[config.mk]
export PLATFORM = sky130hd
export DESIGN_NAME = controlUnit
export DESIGN_NICKNAME = d
export VERILOG_FILES = /design/src/logic/controlPkg.sv /design/src/logic/opcodeDecoder.sv /design/src/logic/sequencer.sv /design/src/logic/controlRom.sv /design/src/logic/controlUnit.sv
export VERILOG_INCLUDE_DIRS = /design/src /design/src/logic
export SDC_FILE = /design/constraint.sdc
export NUM_CORES = 1
export LEC_CHECK = 0
export BUFFER_PORTS_ARGS = -buffer_cell sky130_fd_sc_hd__buf_2
export CORE_UTILIZATION = 52
export CTS_CLUSTER_DIAMETER = 50
export DETAILED_ROUTE_END_ITERATION = 7
export PLACE_DENSITY = 0.77
export SETUP_SLACK_MARGIN = 0.4
export SLEW_MARGIN = 20
export SYNTH_ARGS = -nofsm -noshare
export SYNTH_HDL_FRONTEND = slang
export SYNTH_SLANG_ARGS = --single-unit
[constraint.sdc]
create_clock -name clk -period 2.6 [get_ports clk]
set_clock_uncertainty 0.05 [all_clocks]
set_input_delay 0.26 -clock clk [delete_from_list [all_inputs] [get_ports clk]]
set_output_delay 0.26 -clock clk [all_outputs]
set_load 0.01 [all_outputs]
[src/logic/cpu_settings.svh]
`ifndef CPU_SETTINGS_SVH
`define CPU_SETTINGS_SVH

// instruction byte held by the IR
`define CPU_INS_WIDTH 8

// wide enough for every sequencer state
`define CPU_STATE_WIDTH 6

// low nibble of a register move; the high nibble picks the move
`define CPU_MV_LOW 4'd15

`endif

[src/logic/controlPkg.sv]
`include "cpu_settings.svh"

package controlPkg;

    typedef enum logic [4:0] {
        OP_NOP      = 5'd0,
        OP_END      = 5'd1,
        OP_CLAC     = 5'd2,
        OP_LDIAC    = 5'd3,
        OP_LDAC     = 5'd4,
        OP_STR      = 5'd5,
        OP_STIR     = 5'd6,
        OP_JUMP     = 5'd7,
        OP_JMPNZ    = 5'd8,
        OP_JMPZ     = 5'd9,
        OP_MUL      = 5'd10,
        OP_ADD      = 5'd11,
        OP_SUB      = 5'd12,
        OP_INCAC    = 5'd13,
        OP_MV_RL_AC = 5'd14,   // moves follow the high nibble, 1 to 9
        OP_MV_RP_AC = 5'd15,
        OP_MV_RQ_AC = 5'd16,
        OP_MV_RC_AC = 5'd17,
        OP_MV_R_AC  = 5'd18,
        OP_MV_R1_AC = 5'd19,
        OP_MV_AC_RP = 5'd20,
        OP_MV_AC_RQ = 5'd21,
        OP_MV_AC_RL = 5'd22,
        OP_ILLEGAL  = 5'd31
    } opcode_t;

    typedef enum logic [`CPU_STATE_WIDTH-1:0] {
        S_IDLE, S_FETCH, S_DECODE,
        S_NOP1, S_END1, S_CLAC1,
        S_LDIAC1, S_LDIAC2, S_LDIAC3,
        S_LDAC1, S_LDAC2,
        S_STR1, S_STR2,
        S_STIR1, S_STIR2, S_STIR3,
        S_JUMP1, S_JUMP2,
        S_JMPNZY1, S_JMPNZY2, S_JMPNZN1,
        S_JMPZY1, S_JMPZY2, S_JMPZN1,
        S_MUL1, S_ADD1, S_SUB1, S_INCAC1,
        S_MV_RL_AC1, S_MV_RP_AC1, S_MV_RQ_AC1, S_MV_RC_AC1, S_MV_R_AC1, S_MV_R1_AC1,
        S_MV_AC_RP1, S_MV_AC_RQ1, S_MV_AC_RL1
    } state_t;

    typedef enum logic [2:0] {
        ALU_IDLE, ALU_CLR, ALU_PASS, ALU_ADD, ALU_SUB, ALU_MUL, ALU_INC
    } aluOp_t;

    typedef enum logic [3:0] {
        BUS_IDLE, BUS_DMEM, BUS_IR, BUS_AC, BUS_R1, BUS_R, BUS_RC, BUS_RP, BUS_RQ, BUS_RL
    } busSel_t;

    typedef struct packed {
        logic pc;
        logic rc;
        logic rp;
        logic rq;
    } incSel_t;

    typedef struct packed {
        logic ar;
        logic r;
        logic pc;
        logic ir;
        logic rl;
        logic rc;
        logic rp;
        logic rq;
        logic r1;
        logic ac;
    } wrEnSel_t;

    typedef struct packed {
        aluOp_t   aluOp;
        incSel_t  inc;
        wrEnSel_t wrEn;
        busSel_t  busSel;
        logic     dataMemWrEn;
        logic     zWrEn;
    } ctrlWord_t;

    parameter ctrlWord_t IDLE_WORD = '{
        aluOp:       ALU_IDLE,
        inc:         '0,
        wrEn:        '0,
        busSel:      BUS_IDLE,
        dataMemWrEn: 1'b0,
        zWrEn:       1'b0
    };

endpackage

[src/logic/opcodeDecoder.sv]
`timescale 1ns/1ps
`include "cpu_settings.svh"

module opcodeDecoder (
    input  logic [`CPU_INS_WIDTH-1:0] ins,
    output controlPkg::opcode_t       opcode
);
    import controlPkg::*;

    logic [3:0] hiNib;
    logic [3:0] loNib;
    logic       isMove;

    assign hiNib = ins[`CPU_INS_WIDTH-1 -: 4];
    assign loNib = ins[3:0];

    // move group: low nibble fixed, high nibble 1..9
    assign isMove = (loNib == `CPU_MV_LOW) && (hiNib >= 4'd1) && (hiNib <= 4'd9);

    always_comb begin
        opcode = OP_ILLEGAL;
        if (ins <= `CPU_INS_WIDTH'(13)) begin
            opcode = opcode_t'(ins[4:0]);   // plain codes map one to one
        end
        else if (isMove) begin
            opcode = opcode_t'({1'b0, hiNib} + 5'd13);
        end
    end

endmodule

[src/logic/sequencer.sv]
`timescale 1ns/1ps

module sequencer (
    input  logic                clk,
    input  logic                rstN,
    input  logic                start,
    input  logic                zOut,
    input  controlPkg::opcode_t opcode,
    output controlPkg::state_t  state
);
    import controlPkg::*;

    state_t nextState;

    always_ff @(posedge clk) begin
        if (!rstN) begin
            state <= S_IDLE;
        end
        else begin
            state <= nextState;
        end
    end

    always_comb begin
        nextState = S_IDLE;
        case (state)
            S_IDLE:   nextState = start ? S_FETCH : S_IDLE;
            S_FETCH:  nextState = S_DECODE;

            S_DECODE: begin
                case (opcode)
                    OP_NOP:      nextState = S_NOP1;
                    OP_END:      nextState = S_END1;
                    OP_CLAC:     nextState = S_CLAC1;
                    OP_LDIAC:    nextState = S_LDIAC1;
                    OP_LDAC:     nextState = S_LDAC1;
                    OP_STR:      nextState = S_STR1;
                    OP_STIR:     nextState = S_STIR1;
                    OP_JUMP:     nextState = S_JUMP1;
                    OP_JMPNZ:    nextState = !zOut ? S_JMPNZY1 : S_JMPNZN1;
                    OP_JMPZ:     nextState = zOut ? S_JMPZY1 : S_JMPZN1;
                    OP_MUL:      nextState = S_MUL1;
                    OP_ADD:      nextState = S_ADD1;
                    OP_SUB:      nextState = S_SUB1;
                    OP_INCAC:    nextState = S_INCAC1;
                    OP_MV_RL_AC: nextState = S_MV_RL_AC1;
                    OP_MV_RP_AC: nextState = S_MV_RP_AC1;
                    OP_MV_RQ_AC: nextState = S_MV_RQ_AC1;
                    OP_MV_RC_AC: nextState = S_MV_RC_AC1;
                    OP_MV_R_AC:  nextState = S_MV_R_AC1;
                    OP_MV_R1_AC: nextState = S_MV_R1_AC1;
                    OP_MV_AC_RP: nextState = S_MV_AC_RP1;
                    OP_MV_AC_RQ: nextState = S_MV_AC_RQ1;
                    OP_MV_AC_RL: nextState = S_MV_AC_RL1;
                    default:     nextState = S_IDLE;   // illegal byte, back to idle
                endcase
            end

            S_END1:    nextState = S_END1;   // held until reset

            S_LDIAC1:  nextState = S_LDIAC2;
            S_LDIAC2:  nextState = S_LDIAC3;
            S_LDAC1:   nextState = S_LDAC2;
            S_STR1:    nextState = S_STR2;
            S_STIR1:   nextState = S_STIR2;
            S_STIR2:   nextState = S_STIR3;
            S_JUMP1:   nextState = S_JUMP2;
            S_JMPNZY1: nextState = S_JMPNZY2;
            S_JMPZY1:  nextState = S_JMPZY2;

            // last state of every instruction
            S_NOP1, S_CLAC1, S_LDIAC3, S_LDAC2, S_STR2, S_STIR3,
            S_JUMP2, S_JMPNZY2, S_JMPNZN1, S_JMPZY2, S_JMPZN1,
            S_MUL1, S_ADD1, S_SUB1, S_INCAC1,
            S_MV_RL_AC1, S_MV_RP_AC1, S_MV_RQ_AC1, S_MV_RC_AC1, S_MV_R_AC1,
            S_MV_R1_AC1, S_MV_AC_RP1, S_MV_AC_RQ1, S_MV_AC_RL1: nextState = S_FETCH;

            default:   nextState = S_IDLE;
        endcase
    end

endmodule

[src/logic/controlRom.sv]
`timescale 1ns/1ps

module controlRom (
    input  controlPkg::state_t    state,
    output controlPkg::ctrlWord_t ctrl,
    output logic                  ready,
    output logic                  done
);
    import controlPkg::*;

    always_comb begin
        ctrl = IDLE_WORD;
        case (state)
            S_FETCH:  ctrl.wrEn.ir = 1'b1;
            S_DECODE: begin
                ctrl.inc.pc  = 1'b1;
                ctrl.busSel  = BUS_DMEM;
            end
            S_END1:   ctrl.busSel = BUS_DMEM;
            S_CLAC1:  begin
                ctrl.aluOp   = ALU_CLR;
                ctrl.wrEn.ac = 1'b1;
                ctrl.zWrEn   = 1'b1;
            end

            S_LDIAC1, S_STIR1: ctrl.wrEn.ir = 1'b1;
            S_LDIAC2, S_STIR2: begin
                ctrl.wrEn.ar = 1'b1;
                ctrl.inc.pc  = 1'b1;
                ctrl.busSel  = BUS_IR;   // operand address from IR
            end
            S_LDAC1, S_STR1: begin
                ctrl.wrEn.ar = 1'b1;
                ctrl.busSel  = BUS_AC;
            end
            S_LDIAC3, S_LDAC2: begin
                ctrl.aluOp   = ALU_PASS;
                ctrl.wrEn.ac = 1'b1;
                ctrl.zWrEn   = 1'b1;
                ctrl.busSel  = BUS_DMEM;
            end
            S_STR2, S_STIR3: ctrl.dataMemWrEn = 1'b1;

            // jump target lands in IR, then moves to PC
            S_JUMP1, S_JMPNZY1, S_JMPZY1: begin
                ctrl.wrEn.ir = 1'b1;
                ctrl.busSel  = BUS_DMEM;
            end
            S_JUMP2, S_JMPNZY2, S_JMPZY2: begin
                ctrl.wrEn.pc = 1'b1;
                ctrl.busSel  = BUS_IR;
            end
            S_JMPNZN1, S_JMPZN1: ctrl.inc.pc = 1'b1;   // skip the operand

            S_MUL1: begin
                ctrl.aluOp   = ALU_MUL;
                ctrl.inc.rc  = 1'b1;
                ctrl.inc.rp  = 1'b1;
                ctrl.inc.rq  = 1'b1;
                ctrl.wrEn.ac = 1'b1;
                ctrl.zWrEn   = 1'b1;
                ctrl.busSel  = BUS_R1;
            end
            S_ADD1, S_SUB1, S_INCAC1: begin
                ctrl.wrEn.ac = 1'b1;
                ctrl.zWrEn   = 1'b1;
                ctrl.aluOp   = (state == S_ADD1) ? ALU_ADD :
                               (state == S_SUB1) ? ALU_SUB : ALU_INC;
                ctrl.busSel  = (state == S_ADD1) ? BUS_R :
                               (state == S_SUB1) ? BUS_RC : BUS_IDLE;
            end

            S_MV_RL_AC1, S_MV_RP_AC1, S_MV_RQ_AC1,
            S_MV_RC_AC1, S_MV_R_AC1, S_MV_R1_AC1: begin
                ctrl.busSel  = BUS_AC;
                ctrl.wrEn.rl = (state == S_MV_RL_AC1);
                ctrl.wrEn.rp = (state == S_MV_RP_AC1);
                ctrl.wrEn.rq = (state == S_MV_RQ_AC1);
                ctrl.wrEn.rc = (state == S_MV_RC_AC1);
                ctrl.wrEn.r  = (state == S_MV_R_AC1);
                ctrl.wrEn.r1 = (state == S_MV_R1_AC1);
            end
            S_MV_AC_RP1, S_MV_AC_RQ1, S_MV_AC_RL1: begin
                ctrl.aluOp   = ALU_PASS;
                ctrl.wrEn.ac = 1'b1;
                ctrl.zWrEn   = 1'b1;
                ctrl.busSel  = (state == S_MV_AC_RP1) ? BUS_RP :
                               (state == S_MV_AC_RQ1) ? BUS_RQ : BUS_RL;
            end

            default: ctrl = IDLE_WORD;   // idle and no-op
        endcase
    end

    assign ready = (state == S_IDLE);
    assign done  = (state == S_END1);

endmodule

[src/logic/controlUnit.sv]
`timescale 1ns/1ps
`include "cpu_settings.svh"

module controlUnit (
    input  logic                      clk,
    input  logic                      rstN,
    input  logic                      start,
    input  logic                      zOut,
    input  logic [`CPU_INS_WIDTH-1:0] ins,
    output controlPkg::ctrlWord_t     ctrl,
    output logic                      ready,
    output logic                      done
);
    import controlPkg::*;

    opcode_t opcode;
    state_t  state;

    opcodeDecoder decoder_i (
        .ins    (ins),
        .opcode (opcode)
    );

    sequencer sequencer_i (
        .clk    (clk),
        .rstN   (rstN),
        .start  (start),
        .zOut   (zOut),
        .opcode (opcode),
        .state  (state)
    );

    controlRom rom_i (
        .state (state),
        .ctrl  (ctrl),
        .ready (ready),
        .done  (done)
    );

endmodule

# [Word level (Yosys, flattened, before mapping)]
# Cells that the tools add are included.
[totals] register_bits=6 wordCells=106 output_inout_bits=25 input_bits=12
[op_classes] n_mux=24 order_cmp=3 eq_ne=59 addsub=1 n_reduce_logical=18
[op_table] cell="one-hot mux 6 bit (23 select lines)" n=1
[op_table] cell="equality test 6 x 5 -> 1 bit, second input constant" n=16
[op_table] cell="one-hot mux 6 bit (14 select lines)" n=1
[op_table] cell="equality test 6 x 4 -> 1 bit, second input constant" n=8
[op_table] cell="equality test 5 x 4 -> 1 bit, second input constant" n=8
[op_table] cell="equality test 5 bit, second input constant" n=7
[op_table] cell="equality test 6 bit, second input constant" n=5
[op_table] cell="equality test 6 x 3 -> 1 bit, second input constant" n=4
[op_table] cell="one-hot mux 4 bit (6 select lines)" n=1
[op_table] cell="OR reduction 24 bit" n=1
[op_table] cell="equality test 5 x 3 -> 1 bit, second input constant" n=4
[op_table] cell="2-to-1 mux 5 bit" n=3
[op_table] cell="OR reduction 5 bit" n=3
[op_table] cell="equality test 6 x 2 -> 1 bit, second input constant" n=2
[op_table] cell="2-to-1 mux 3 bit" n=4
[op_table] cell="one-hot mux 3 bit (4 select lines)" n=1
[op_table] cell="OR reduction 6 bit" n=2
[op_table] cell="equality test 5 x 2 -> 1 bit, second input constant" n=2
[op_table] cell="OR reduction 10 bit" n=1
[op_table] cell="2-to-1 mux 1 bit" n=9
[op_table] cell="OR reduction 3 bit" n=3
[op_table] cell="less-or-equal comparator 8 x 4 -> 1 bit, second input constant" n=1
[op_table] cell="2-to-1 mux 4 bit" n=2
[op_table] cell="OR reduction 8 bit" n=1
[op_table] cell="13 further kinds" n=15

# [Logic depth before layout (Yosys ltp)]
# Gate-level depths: netlist (run 1).
[logic_depth] depth_word=8 depth_mapped=9 depth_no_buf=8

# [Hierarchy]
# From an unflattened synthesis (run 1), not the netlist that was laid out.
[unflattened] hier_cells=228 hier_area_um2=1511.4
[modules_own_cells] mod="sequencer" instances=1 area_per_inst_um2=709.4 cells_each=106 seq_area_each_um2=120.1
[modules_own_cells] mod="controlRom" instances=1 area_per_inst_um2=603.1 cells_each=94 seq_area_each_um2=0.0
[modules_own_cells] mod="opcodeDecoder" instances=1 area_per_inst_um2=198.9 cells_each=28 seq_area_each_um2=0.0

# [Worst setup path after synthesis (run 1)]
# OpenSTA, ideal clock, no wires.
[synth_timing] path_type="register to output" from="reg sequencer_i.state[0]" to="out ctrl[6] (netlist name)" stages_incl_launch_ff=9 t_arrival_ps=1845 slack_ps=445 t_required_ps=2290 n_path_buf=3 cell_sequence="dfxtp_1 clkbuf_1 clkbuf_1 xor2_1 nand2_1 nor2_1 a21oi_1 o32ai_1 buf_4"
[synth_lines] element="start: declaration" line_no="sequencer.sv:9" text="output controlPkg::state_t state"
[synth_lines] element="start signal: assignment" line_no="sequencer.sv:20" text="state <= nextState;"
[synth_lines] element="end: declaration" line_no="controlUnit.sv:10" text="output controlPkg::ctrlWord_t ctrl,"

==> run_results.csv, run 1 <==
group,metric,value,unit
run_status,status,"finished, final reports clean",
drt,via_per_inst,6.49,
run,maxCapViolCount,0,
sta,slew_headroom,0.591,
logic_synthesis,ys_top_cells_by_area,"dfxtp_1 (8.6%), a21oi_1 (5.4%), nand2_1 (5.1%)",
drt,drt_first_pass_iters,4,
cts,postCtsSetupBuffers,0,
logic_synthesis,ys.flop_type,"dfxtp_1",
cts,ctsHtreeMaxLevel,1,
power_and_ir_drop,p_int,199,uW
power_and_ir_drop,p_sw_frac,0.374,
setup_path,crit_chain,"nor2b_1, a21oi_1, o32a_1, o32a_1, nor2_1, buf_2",
cts,cts_tree,"done",
finish,largest_register_ffs,6,
sta,rsz0062_at_grt,"true",
placed_design,portBuffers,36,
power_and_ir_drop,p_clk_frac,0.272,
drt,vias,1688,
setup_path,crit_fanout,15,
sta,setup_violations,0,
logic_synthesis,synth_edf_count,0,
logic_synthesis,synth-seq-cells,6,
finish,num_antenna_cells,0,
setup_path,timing.critical_path.slowest_stage_cell,"dfxtp_2",
grt,grt_max_degree,26,
grt,grt_pass1_vias,1440,
power_and_ir_drop,seqPwrFrac,0.313,
setup_path,crit_path_start_kind,"register",
sta,max_freq,479,MHz
sta,finalCritPeriodShare,0.803,
logic_synthesis,ys_warn_count,0,
power_and_ir_drop,p_leak,0.640,nW
die,io_pins,37,
finish,final_cell_area,0.00160,mm2
power_and_ir_drop,vdd_drop_max,0.176,mV
power_and_ir_drop,p_switching,119,uW
cts,cts-root-buf,"clkbuf_4",
finish,drive_above_1_share,0.278,
cts,cts_sinks,6,
setup_path,slowest_delay,480,ps
power_and_ir_drop,power,319,uW
power_and_ir_drop,p_per_area,199,mW/mm2
sta,final-hold-violation-count,0,
setup_path,crit_top_cell,"o32a_1",
finish,finalNetCount,247,
drt,wl_per_cell,14.8,um
logic_synthesis,syn_area,0.00139,mm2
cts,clk_pin_slew,40,ps
drt,wl,3860,um
logic_synthesis,syn_inst,206,
placed_design,place_congestion,0.915,
finish,num-fill-cells,234,
finish,area_growth,15.0,%
drt,drt_iter0_markers,70,
die,row_count,18,
logic_synthesis,yosysUniqueCellTypes,59,
die,start_util,0.558,
sta,tightest_slew,608,ps
cts,max-clock-path-buffers,2,
hold_path,hold_path.class,"input pin to register",
grt,grt_antenna_before_repair,0,
logic_synthesis,synth-seq-area-share,0.0862,
grt,grt.total_usage,0.279,
logic_synthesis,async_flop_share,0,
finish,reg.largest.list,"sequencer_i.state: 6 flops",
setup_path,cp_data_arrival_time,1780,ps
logic_synthesis,avgSynthCellArea,6.77,um2
sta,fin_ws,511,ps
logic_synthesis,synth_top_area_frac,0.0862,
finish,top_register,"sequencer_i.state",
setup_path,cp.required,2290,ps
power_and_ir_drop,combinationalPowerShare,0.415,
drt,drcViolationCount,0,
die,core-area,0.00250,mm2
logic_synthesis,yosys.area.top_type,"dfxtp_1",
sta,final.min_clock_period,2090,ps
grt,grt_first_pass_wirelength,6130,um
cts,cts_made_buffers,3,
placed_design,placed_area,0.00155,mm2
die,die_h,53.8,um
setup_path,worst-setup-path-type,"register to primary output",
die,die_w,53.8,um
sta,finalSetupTns,0,ps
placed_design,hpwl,2920,um
logic_synthesis,syn_nets,221,
finish,utilization,0.641,
placed_design,pre_cts_slack,263,ps
setup_path,worstSetupEndpointType,"primary output",
drt,detail-route-antenna-nets,0,
die,die_area,0.00289,mm2
sta,slew_violations,0,
cts,clkLatencyLatePin,250,ps
grt,overflow,0,
stage by stage:
stage / hold slack [ps] / std cells
after floorplan: 361 / 206
after global placement: 513 / 257
after detailed placement: 524 / 257
after CTS: 270 / 260
after global routing: 277 / 260
final: 276 / 260
timing repair:
| item | in CTS | in global routing |
|---|---|---|
| hold buffers | 0 | 0 |
| setup endpoints to repair | 6 | 15 |
| resized for setup | 3 | 7 |
cells by family after synthesis:
| kind of cell | Yosys count | synth area share |
|---|---|---|
| xor+xnor | 5 | 0.0314 |
| simple gates | 90 | 0.344 |
| mux | 3 | 0.0224 |
| buf+inv | 23 | 0.0763 |
| flops | 6 | 0.0862 |
| compound gates | 76 | 0.413 |
| fa+ha+maj | 3 | 0.0269 |
metal layers:
| layer | GRT usage | up-vias | share of wire |
|---|---|---|---|
| li1 | - | 838 | - |
| met1 | 0.341 | 782 | 0.44 |
| met2 | 0.523 | 62 | 0.50 |
| met3 | 0.00565 | 6 | 0.044 |
| met4 | 0.0789 | 0 | 0.016 |
| met5 | 0 | - | 0 |
critical path: cells and delay by family (launching register included):
| family | cells | cell delay, ps |
|---|---|---|
| AO/OA/AOI/OAI | 3 | 480 |
| buffers and inverters | 1 | 130 |
| flip-flops | 1 | 480 |
| AND/OR/NAND/NOR | 2 | 450 |
worst paths after layout:
check	start	to	slack, ps	cells past startpoint
setup / recovery	sequencer_i.state[2]$_SDFF_PN0_	ctrl[12]	510	6
hold / removal	rstN	sequencer_i.state[2]$_SDFF_PN0_	280	2
setup reg to reg	sequencer_i.state[5]$_SDFF_PN0_	sequencer_i.state[2]$_SDFF_PN0_	670	7
hold reg to reg	sequencer_i.state[3]$_SDFF_PN0_	sequencer_i.state[4]$_SDFF_PN0_	710	2
power groups by stage:
stage	sequential, mW	clock [mW]	combinational, mW
2_1_floorplan	0.0975	0	0.0940
3_3_place_gp	0.102	0	0.124
3_5_place_dp	0.102	0	0.128
4_1_cts	0.100	0.0880	0.128
5_1_grt	0.100	0.0917	0.144
6_report	0.0998	0.0869	0.132
cell usage after synthesis, drive strengths merged, types with 2 or more instances:
cell	n
nor4	4
and3	2
nand3	5
a21o	4
nand2	20
nor3	13
a211oi	2
nor3b	3
a21oi	15
o2111ai	2
o31a	2
ha	3
buf	7
o32ai	4
mux2i	2
clkbuf	13
a31oi	6
nor2	18
or3	2
a21boi	2
nor2b	9
xnor2	4
dfxtp	6
o22ai	3
inv	3
o311ai	3
a22oi	4
nand4	2
o211ai	4
or2	2
nand2b	5
o32a	4
o21ai	13
area by class of cell:
type / instances / area (um2) / area share
Sequential cell: 6 / 128 / 0.0796
Tap cell: 30 / 37.5 / 0.0234
Clock buffer: 3 / 22.5 / 0.0141
Multi-Input combinational cell: 177 / 1190 / 0.740
Timing Repair Buffer: 41 / 218 / 0.136
Inverter: 3 / 11.3 / 0.00703
cell usage in the layout, fill, tap and decap left out, types with 3 or more instances in the layout:
cell | synthesis | final
buf_2 | 1 | 36
nand2_1 | 19 | 19
nor2_1 | 18 | 17
a21oi_1 | 15 | 15
nor3_1 | 13 | 13
o21ai_0 | 10 | 10
nor2b_1 | 9 | 8
a31oi_1 | 6 | 6
nand2b_1 | 5 | 5
buf_4 | 3 | 5
nor4_1 | 4 | 4
o211ai_1 | 4 | 4
a22oi_1 | 4 | 4
nand3_1 | 4 | 4
xnor2_1 | 4 | 4
inv_1 | 3 | 3
nor3b_1 | 3 | 3
o311ai_0 | 3 | 3
o32a_1 | 4 | 3
o21ai_1 | 3 | 3
ha_1 | 3 | 3
clkbuf_4 | 0 | 3
dfxtp_2 | 0 | 3
(Power assumes the default switching activity.)
==> run 2, diff against run 1 <==
ABC_AREA = 1   (was default)
clock period = 2.2 ns   (was 2.6 ns; I/O delays follow)
==> run_results.csv, run 2 <==
group,metric,value,unit
finish,reg.largest.list,"sequencer_i.state: 6 flops",
power_and_ir_drop,combinationalPowerShare,0.423,
drt,wl_per_cell,16.6,um
die,start_util,0.563,
grt,gr-usage-met1,0.401,
grt,grt.busiest_layer,"met2",
cts,clkLatencyLatePin,270,ps
grt,grt_pass1_vias,1701,
finish,layoutNonFillerInstCount,362,
finish,drive_above_1_share,0.479,
die,die_area,0.00297,mm2
grt,gr-usage-met2,0.565,
drt,vias,2209,
power_and_ir_drop,p_clk_frac,0.289,
placed_design,place_congestion,0.936,
cts,max-clock-path-buffers,2,
setup_path,cp_data_arrival_time,1900,ps
logic_synthesis,syn_area,0.00143,mm2
placed_design,dp_cells,333,
finish,final_cell_area,0.00219,mm2
sta,hold_ws,203,ps
logic_synthesis,synth_edf_count,0,
placed_design,hpwl,3200,um
logic_synthesis,yosys.area.top_type,"nand2_1",
grt,use_met3,0.0806,
setup_path,worst-setup-path-type,"register to primary output",
logic_synthesis,yosysUniqueCellTypes,35,
finish,final_cell_mix,"nand2_1 (55), buf_2 (33), inv_1 (29), nor2_1 (29), nand3_1 (27)",
logic_synthesis,synth_common_cells,"nand2_1 (68), inv_1 (39), nand3_1 (38), nor2_1 (38), inv_2 (10)",
setup_path,worstSetupEndpointType,"primary output",
sta,max_freq,462,MHz
finish,num_antenna_cells,0,
sta,slew_violations,0,
grt,grt_max_degree,13,
cts,postCtsHoldBufs,0,
cts,cts_sinks,6,
setup_path,r2r_slack,180,ps
grt,grt_antenna_before_repair,0,
placed_design,portBuffers,36,
die,core-area,0.00254,mm2
drt,drt_first_pass_iters,5,
cts,cts_tree,"done",
sta,finalSetupTns,0,ps
setup_path,slowest_delay,410,ps
power_and_ir_drop,p_sw_frac,0.429,
drt,detail-route-antenna-nets,0,
setup_path,timing.critical_path.slowest_stage_cell,"or3b_4",
setup_path,crit_chain,"inv_4, nand2_4, inv_2, nand2_4, a21oi_1, or3b_4, nor3_2, o211ai_1, buf_2",
finish,num-fill-cells,148,
finish,mostFrequentLayoutCell,"nand2_1",
grt,grt_first_pass_wirelength,7210,um
cts,cts_made_buffers,3,
grt,grt.total_usage,0.335,
cts,clk_pin_slew,60,ps
run,maxCapViolCount,0,
power_and_ir_drop,p_int,228,uW
hold_path,hold_path.class,"input pin to register",
setup_path,crit_path_start_kind,"register",
logic_synthesis,avgSynthCellArea,5.27,um2
sta,rsz0062_at_grt,"true",
drt,wl,6030,um
logic_synthesis,async_flop_share,0,
sta,finalCritPeriodShare,0.984,
logic_synthesis,syn_inst,272,
logic_synthesis,yosysMostFrequentCell,"nand2_1",
logic_synthesis,ys_warn_count,0,
setup_path,crit_fanout,6,
power_and_ir_drop,vdd_drop_max,0.248,mV
finish,finalNetCount,349,
die,die_h,54.5,um
placed_design,placed_area,0.00162,mm2
drt,via_per_inst,6.10,
sta,final.min_clock_period,2170,ps
logic_synthesis,synth-seq-cells,6,
power_and_ir_drop,seqPwrFrac,0.289,
setup_path,cp.required,1930,ps
logic_synthesis,syn_nets,287,
drt,drt_iter0_markers,175,
drt,drcViolationCount,0,
die,die_w,54.5,um
sta,setup_violations,0,
run_status,status,"finished, final reports clean",
finish,largest_register_ffs,6,
die,io_pins,37,
power_and_ir_drop,p_switching,172,uW
sta,slew_headroom,0.776,
logic_synthesis,ys_top_cells_by_area,"nand2_1 (18%), nand3_1 (13%), inv_1 (10%)",
cts,ctsHtreeMaxLevel,1,
die,row_count,18,
cts,cts-root-buf,"clkbuf_4",
logic_synthesis,synth-seq-area-share,0.0838,
finish,utilization,0.861,
grt,overflow,0,
finish,area_growth,52.8,%
finish,top_register,"sequencer_i.state",
power_and_ir_drop,p_leak,1.22,nW
setup_path,crit_top_cell,"nand2_4",
logic_synthesis,ys.flop_type,"dfxtp_1",
logic_synthesis,synth_top_area_frac,0.178,
power_and_ir_drop,p_per_area,182,mW/mm2
sta,tightest_slew,333,ps
sta,final-hold-violation-count,0,
-- run 2: changes by cell type in the layout (fill, tap and decap cells not counted), moves of 17 or more --
cell / previous run / this run
nand2_1: 19 / 55
inv_1: 3 / 29
nand3_1: 4 / 27
buf_4: 5 / 23
nor2_4: 0 / 18
inv_2: 0 / 17
-- run 2: power by group through the flow --
stage          Combinational [mW]  Clock (mW)  Sequential (mW)
2_1_floorplan              0.0876           0            0.115
3_3_place_gp                0.121           0            0.120
3_5_place_dp                0.122           0            0.119
4_1_cts                     0.136       0.112            0.115
5_1_grt                     0.184       0.118            0.115
6_report                    0.169       0.115            0.115
-- run 2: critical path: cells and delay by family, from the launching register on --
family,cells,cell delay [ps]
simple gates,4,720
flops,1,400
buf+inv,3,310
compound gates,2,190
-- run 2: per-layer routing --
| layer | up-vias | part of all wire | routed length (um) |
|---|---|---|---|
| li1 | 997 | - | - |
| met2 | 187 | 0.47 | 2850 |
| met4 | 0 | 0.042 | 255 |
| met1 | 990 | 0.38 | 2300 |
| met5 | - | 0 | 0 |
| met3 | 35 | 0.10 | 615 |
-- run 2: area by class of cell --
class,count,area [um2],area share
clock buffer,3,22.5,0.0103
multi-input combinational,211,1380,0.630
tap,30,37.5,0.0171
inverter,49,195,0.0891
sequential,6,143,0.0651
timing repair buffer,63,413,0.188
-- run 2: timing repair --
action                     CTS  global route
resized for setup           40            60
setup buffers               16            10
setup endpoints to repair   25            18
pin swaps                   12            14
hold endpoints to repair     0             0
-- run 2: worst paths after layout --
path | from | endpoint | cells after the start
worst min register to register | sequencer_i.state[2]$_SDFF_PN0_ | sequencer_i.state[5]$_SDFF_PN0_ | 5
worst max-delay path | sequencer_i.state[1]$_SDFF_PN0_ | ctrl[3] | 9
worst min-delay path | rstN | sequencer_i.state[4]$_SDFF_PN0_ | 3
worst max register to register | sequencer_i.state[3]$_SDFF_PN0_ | sequencer_i.state[4]$_SDFF_PN0_ | 11
-- run 2: cells by family after synthesis --
group | after synthesis | synth area share
and+or+nand+nor | 187 | 0.646
buffers and inverters | 55 | 0.155
AOI/OAI and AO/OA | 21 | 0.0890
DFF | 6 | 0.0838
adders and majority gates | 3 | 0.0262
-- run 2: metrics by stage --
step                power [mW]  setup slack, ps
finish                   0.400             34.4
detailed placement       0.241             4.70
global route             0.417            -78.0
global placement         0.241             29.5
floorplan                0.202              497
CTS                      0.364              127
==> run 3, diff against run 2 <==
CELL_PAD_IN_SITES_DETAIL_PLACEMENT = 0   (was default)
CELL_PAD_IN_SITES_GLOBAL_PLACEMENT = 1   (was default)
CORE_UTILIZATION = 35   (was 52)
PLACE_DENSITY = 0.79   (was 0.77)
==> run_results.csv, run 3 (same netlist as run 2, synthesis figures left out) <==
group,metric,value,unit
sta,final.min_clock_period,2070,ps
cts,cts-root-buf,"clkbuf_8",
placed_design,pre_cts_slack,137,ps
cts,max-clock-path-buffers,2,
drt,wl_per_cell,13.1,um
power_and_ir_drop,p_per_area,193,mW/mm2
grt,grt_pass1_vias,1703,
setup_path,worstSetupEndpointType,"primary output",
cts,cts_sinks,6,
setup_path,cp.required,1930,ps
die,die_area,0.00436,mm2
power_and_ir_drop,power,454,uW
power_and_ir_drop,combinationalPowerShare,0.394,
drt,drt_iter0_markers,161,
cts,cts_tree,"done",
power_and_ir_drop,p_sw_frac,0.351,
cts,ctsHtreeMaxLevel,1,
sta,fin_ws,128,ps
sta,tightest_slew,375,ps
sta,final-hold-violation-count,0,
cts,cts_made_buffers,3,
cts,clkLatencyLatePin,220,ps
finish,num_antenna_cells,0,
grt,grt.total_usage,0.222,
drt,detail-route-antenna-nets,0,
setup_path,crit_fanout,6,
drt,wl,5060,um
setup_path,r2r_slack,320,ps
sta,rsz0062_at_grt,"true",
die,die_w,66.0,um
run,maxCapViolCount,0,
grt,grt_max_degree,10,
die,die_h,66.0,um
cts,clk_pin_slew,40,ps
power_and_ir_drop,vdd_drop_max,0.371,mV
drt,via_per_inst,5.19,
placed_design,placed_area,0.00169,mm2
drt,vias,2002,
finish,reg.largest.list,"sequencer_i.state: 6 flops",
finish,largest_register_ffs,6,
die,io_pins,37,
hold_path,worstHoldStart,"rstN",
power_and_ir_drop,seqPwrFrac,0.248,
finish,finalNetCount,355,
setup_path,cp_data_arrival_time,1800,ps
sta,finalCritPeriodShare,0.942,
setup_path,worst-setup-path-type,"register to primary output",
finish,area_growth,64.3,%
finish,final_cell_mix,"nand2_1 (53), buf_2 (33), nand3_1 (29), buf_4 (26)",
power_and_ir_drop,p_int,295,uW
sta,slew_headroom,0.748,
power_and_ir_drop,p_clk_frac,0.358,
setup_path,r2r_end,"sequencer_i.state[4]$_SDFF_PN0_",
cts,postCtsHoldBufs,0,
power_and_ir_drop,p_switching,159,uW
grt,grt_first_pass_wirelength,7530,um
hold_path,hold-path-endpoint,"sequencer_i.state[4]$_SDFF_PN0_",
run_status,status,"finished, final reports clean",
die,core-area,0.00380,mm2
hold_path,min_delay_path_depth,3,
power_and_ir_drop,p_leak,1.29,nW
finish,drive_above_1_share,0.536,
grt,overflow,0,
sta,setup_violations,0,
sta,hold_ws,222,ps
die,start_util,0.377,
grt,grt_antenna_before_repair,0,
placed_design,place_congestion,0.962,
finish,top_register,"sequencer_i.state",
finish,final_cell_area,0.00236,mm2
placed_design,portBuffers,36,
drt,drcViolationCount,0,
sta,slew_violations,0,
setup_path,crit_path_start_kind,"register",
hold_path,hold_path.class,"input pin to register",
sta,max_freq,483,MHz
setup_path,r2r_cells,12,
sta,finalSetupTns,0,ps
drt,drt_first_pass_iters,4,
placed_design,hpwl,3540,um
finish,mostFrequentLayoutCell,"nand2_1",
setup_path,r2r_start,"sequencer_i.state[2]$_SDFF_PN0_",
die,row_count,22,
==> run 3: metrics by stage <==
stage,std cells,utilization
2_1_floorplan,272,-
3_3_place_gp,357,0.444
3_5_place_dp,357,0.444
4_1_cts,371,0.503
5_1_grt,386,0.620
6_report,386,0.620
==> run 3: worst max-delay path by stage <==
stage,to,slack [ps],startpoint
after detailed placement,sequencer_i.state[2]$_SDFF_PN0_,140,ins[4]
after floorplan,sequencer_i.state[2]$_SDFF_PN0_,500,ins[4]
after global placement,ctrl[2],150,sequencer_i.state[4]$_SDFF_PN0_
after global routing,ctrl[3],40,sequencer_i.state[5]$_SDFF_PN0_
final,ctrl[3],130,sequencer_i.state[1]$_SDFF_PN0_
after CTS,ctrl[3],190,sequencer_i.state[4]$_SDFF_PN0_
==> run 3: critical path, stage by stage (launching register included) <==
cell      delay, ps
dfxtp_4         370
inv_4            50
nand2_4          70
inv_2            90
nand2_4          90
a21oi_1         100
or3b_4          420
nor3_2          140
o211ai_1        110
buf_2           150
==> run 3: area by class of cell <==
cell class                 count  area, um2
fill                         357       1440
multi-input combinational    211       1420
timing repair buffer          69        482
inverter                      49        209
sequential                     6        143
tap                           48       60.1
clock buffer                   3       41.3
==> run 3: layer usage <==
layer  global-route usage  share of wire  wire [um]
met5                    0              0          0
met1                0.297           0.44       2240
met3               0.0224          0.060        305
met2                0.380           0.49       2470
met4               0.0505          0.010         51
==> run 3: power groups by stage <==
| stage | Clock (mW) | Sequential (mW) | Combinational (mW) |
|---|---|---|---|
| finish | 0.162 | 0.113 | 0.179 |
| floorplan | 0 | 0.115 | 0.0876 |
| global placement | 0 | 0.119 | 0.127 |
| global route | 0.177 | 0.113 | 0.196 |
| detailed placement | 0 | 0.119 | 0.126 |
| CTS | 0.168 | 0.116 | 0.136 |
==> run 3: repair_timing <==
item	CTS	global route
setup buffers	11	15
resized for setup	35	95
setup endpoints to repair	14	22
pin swaps	5	29
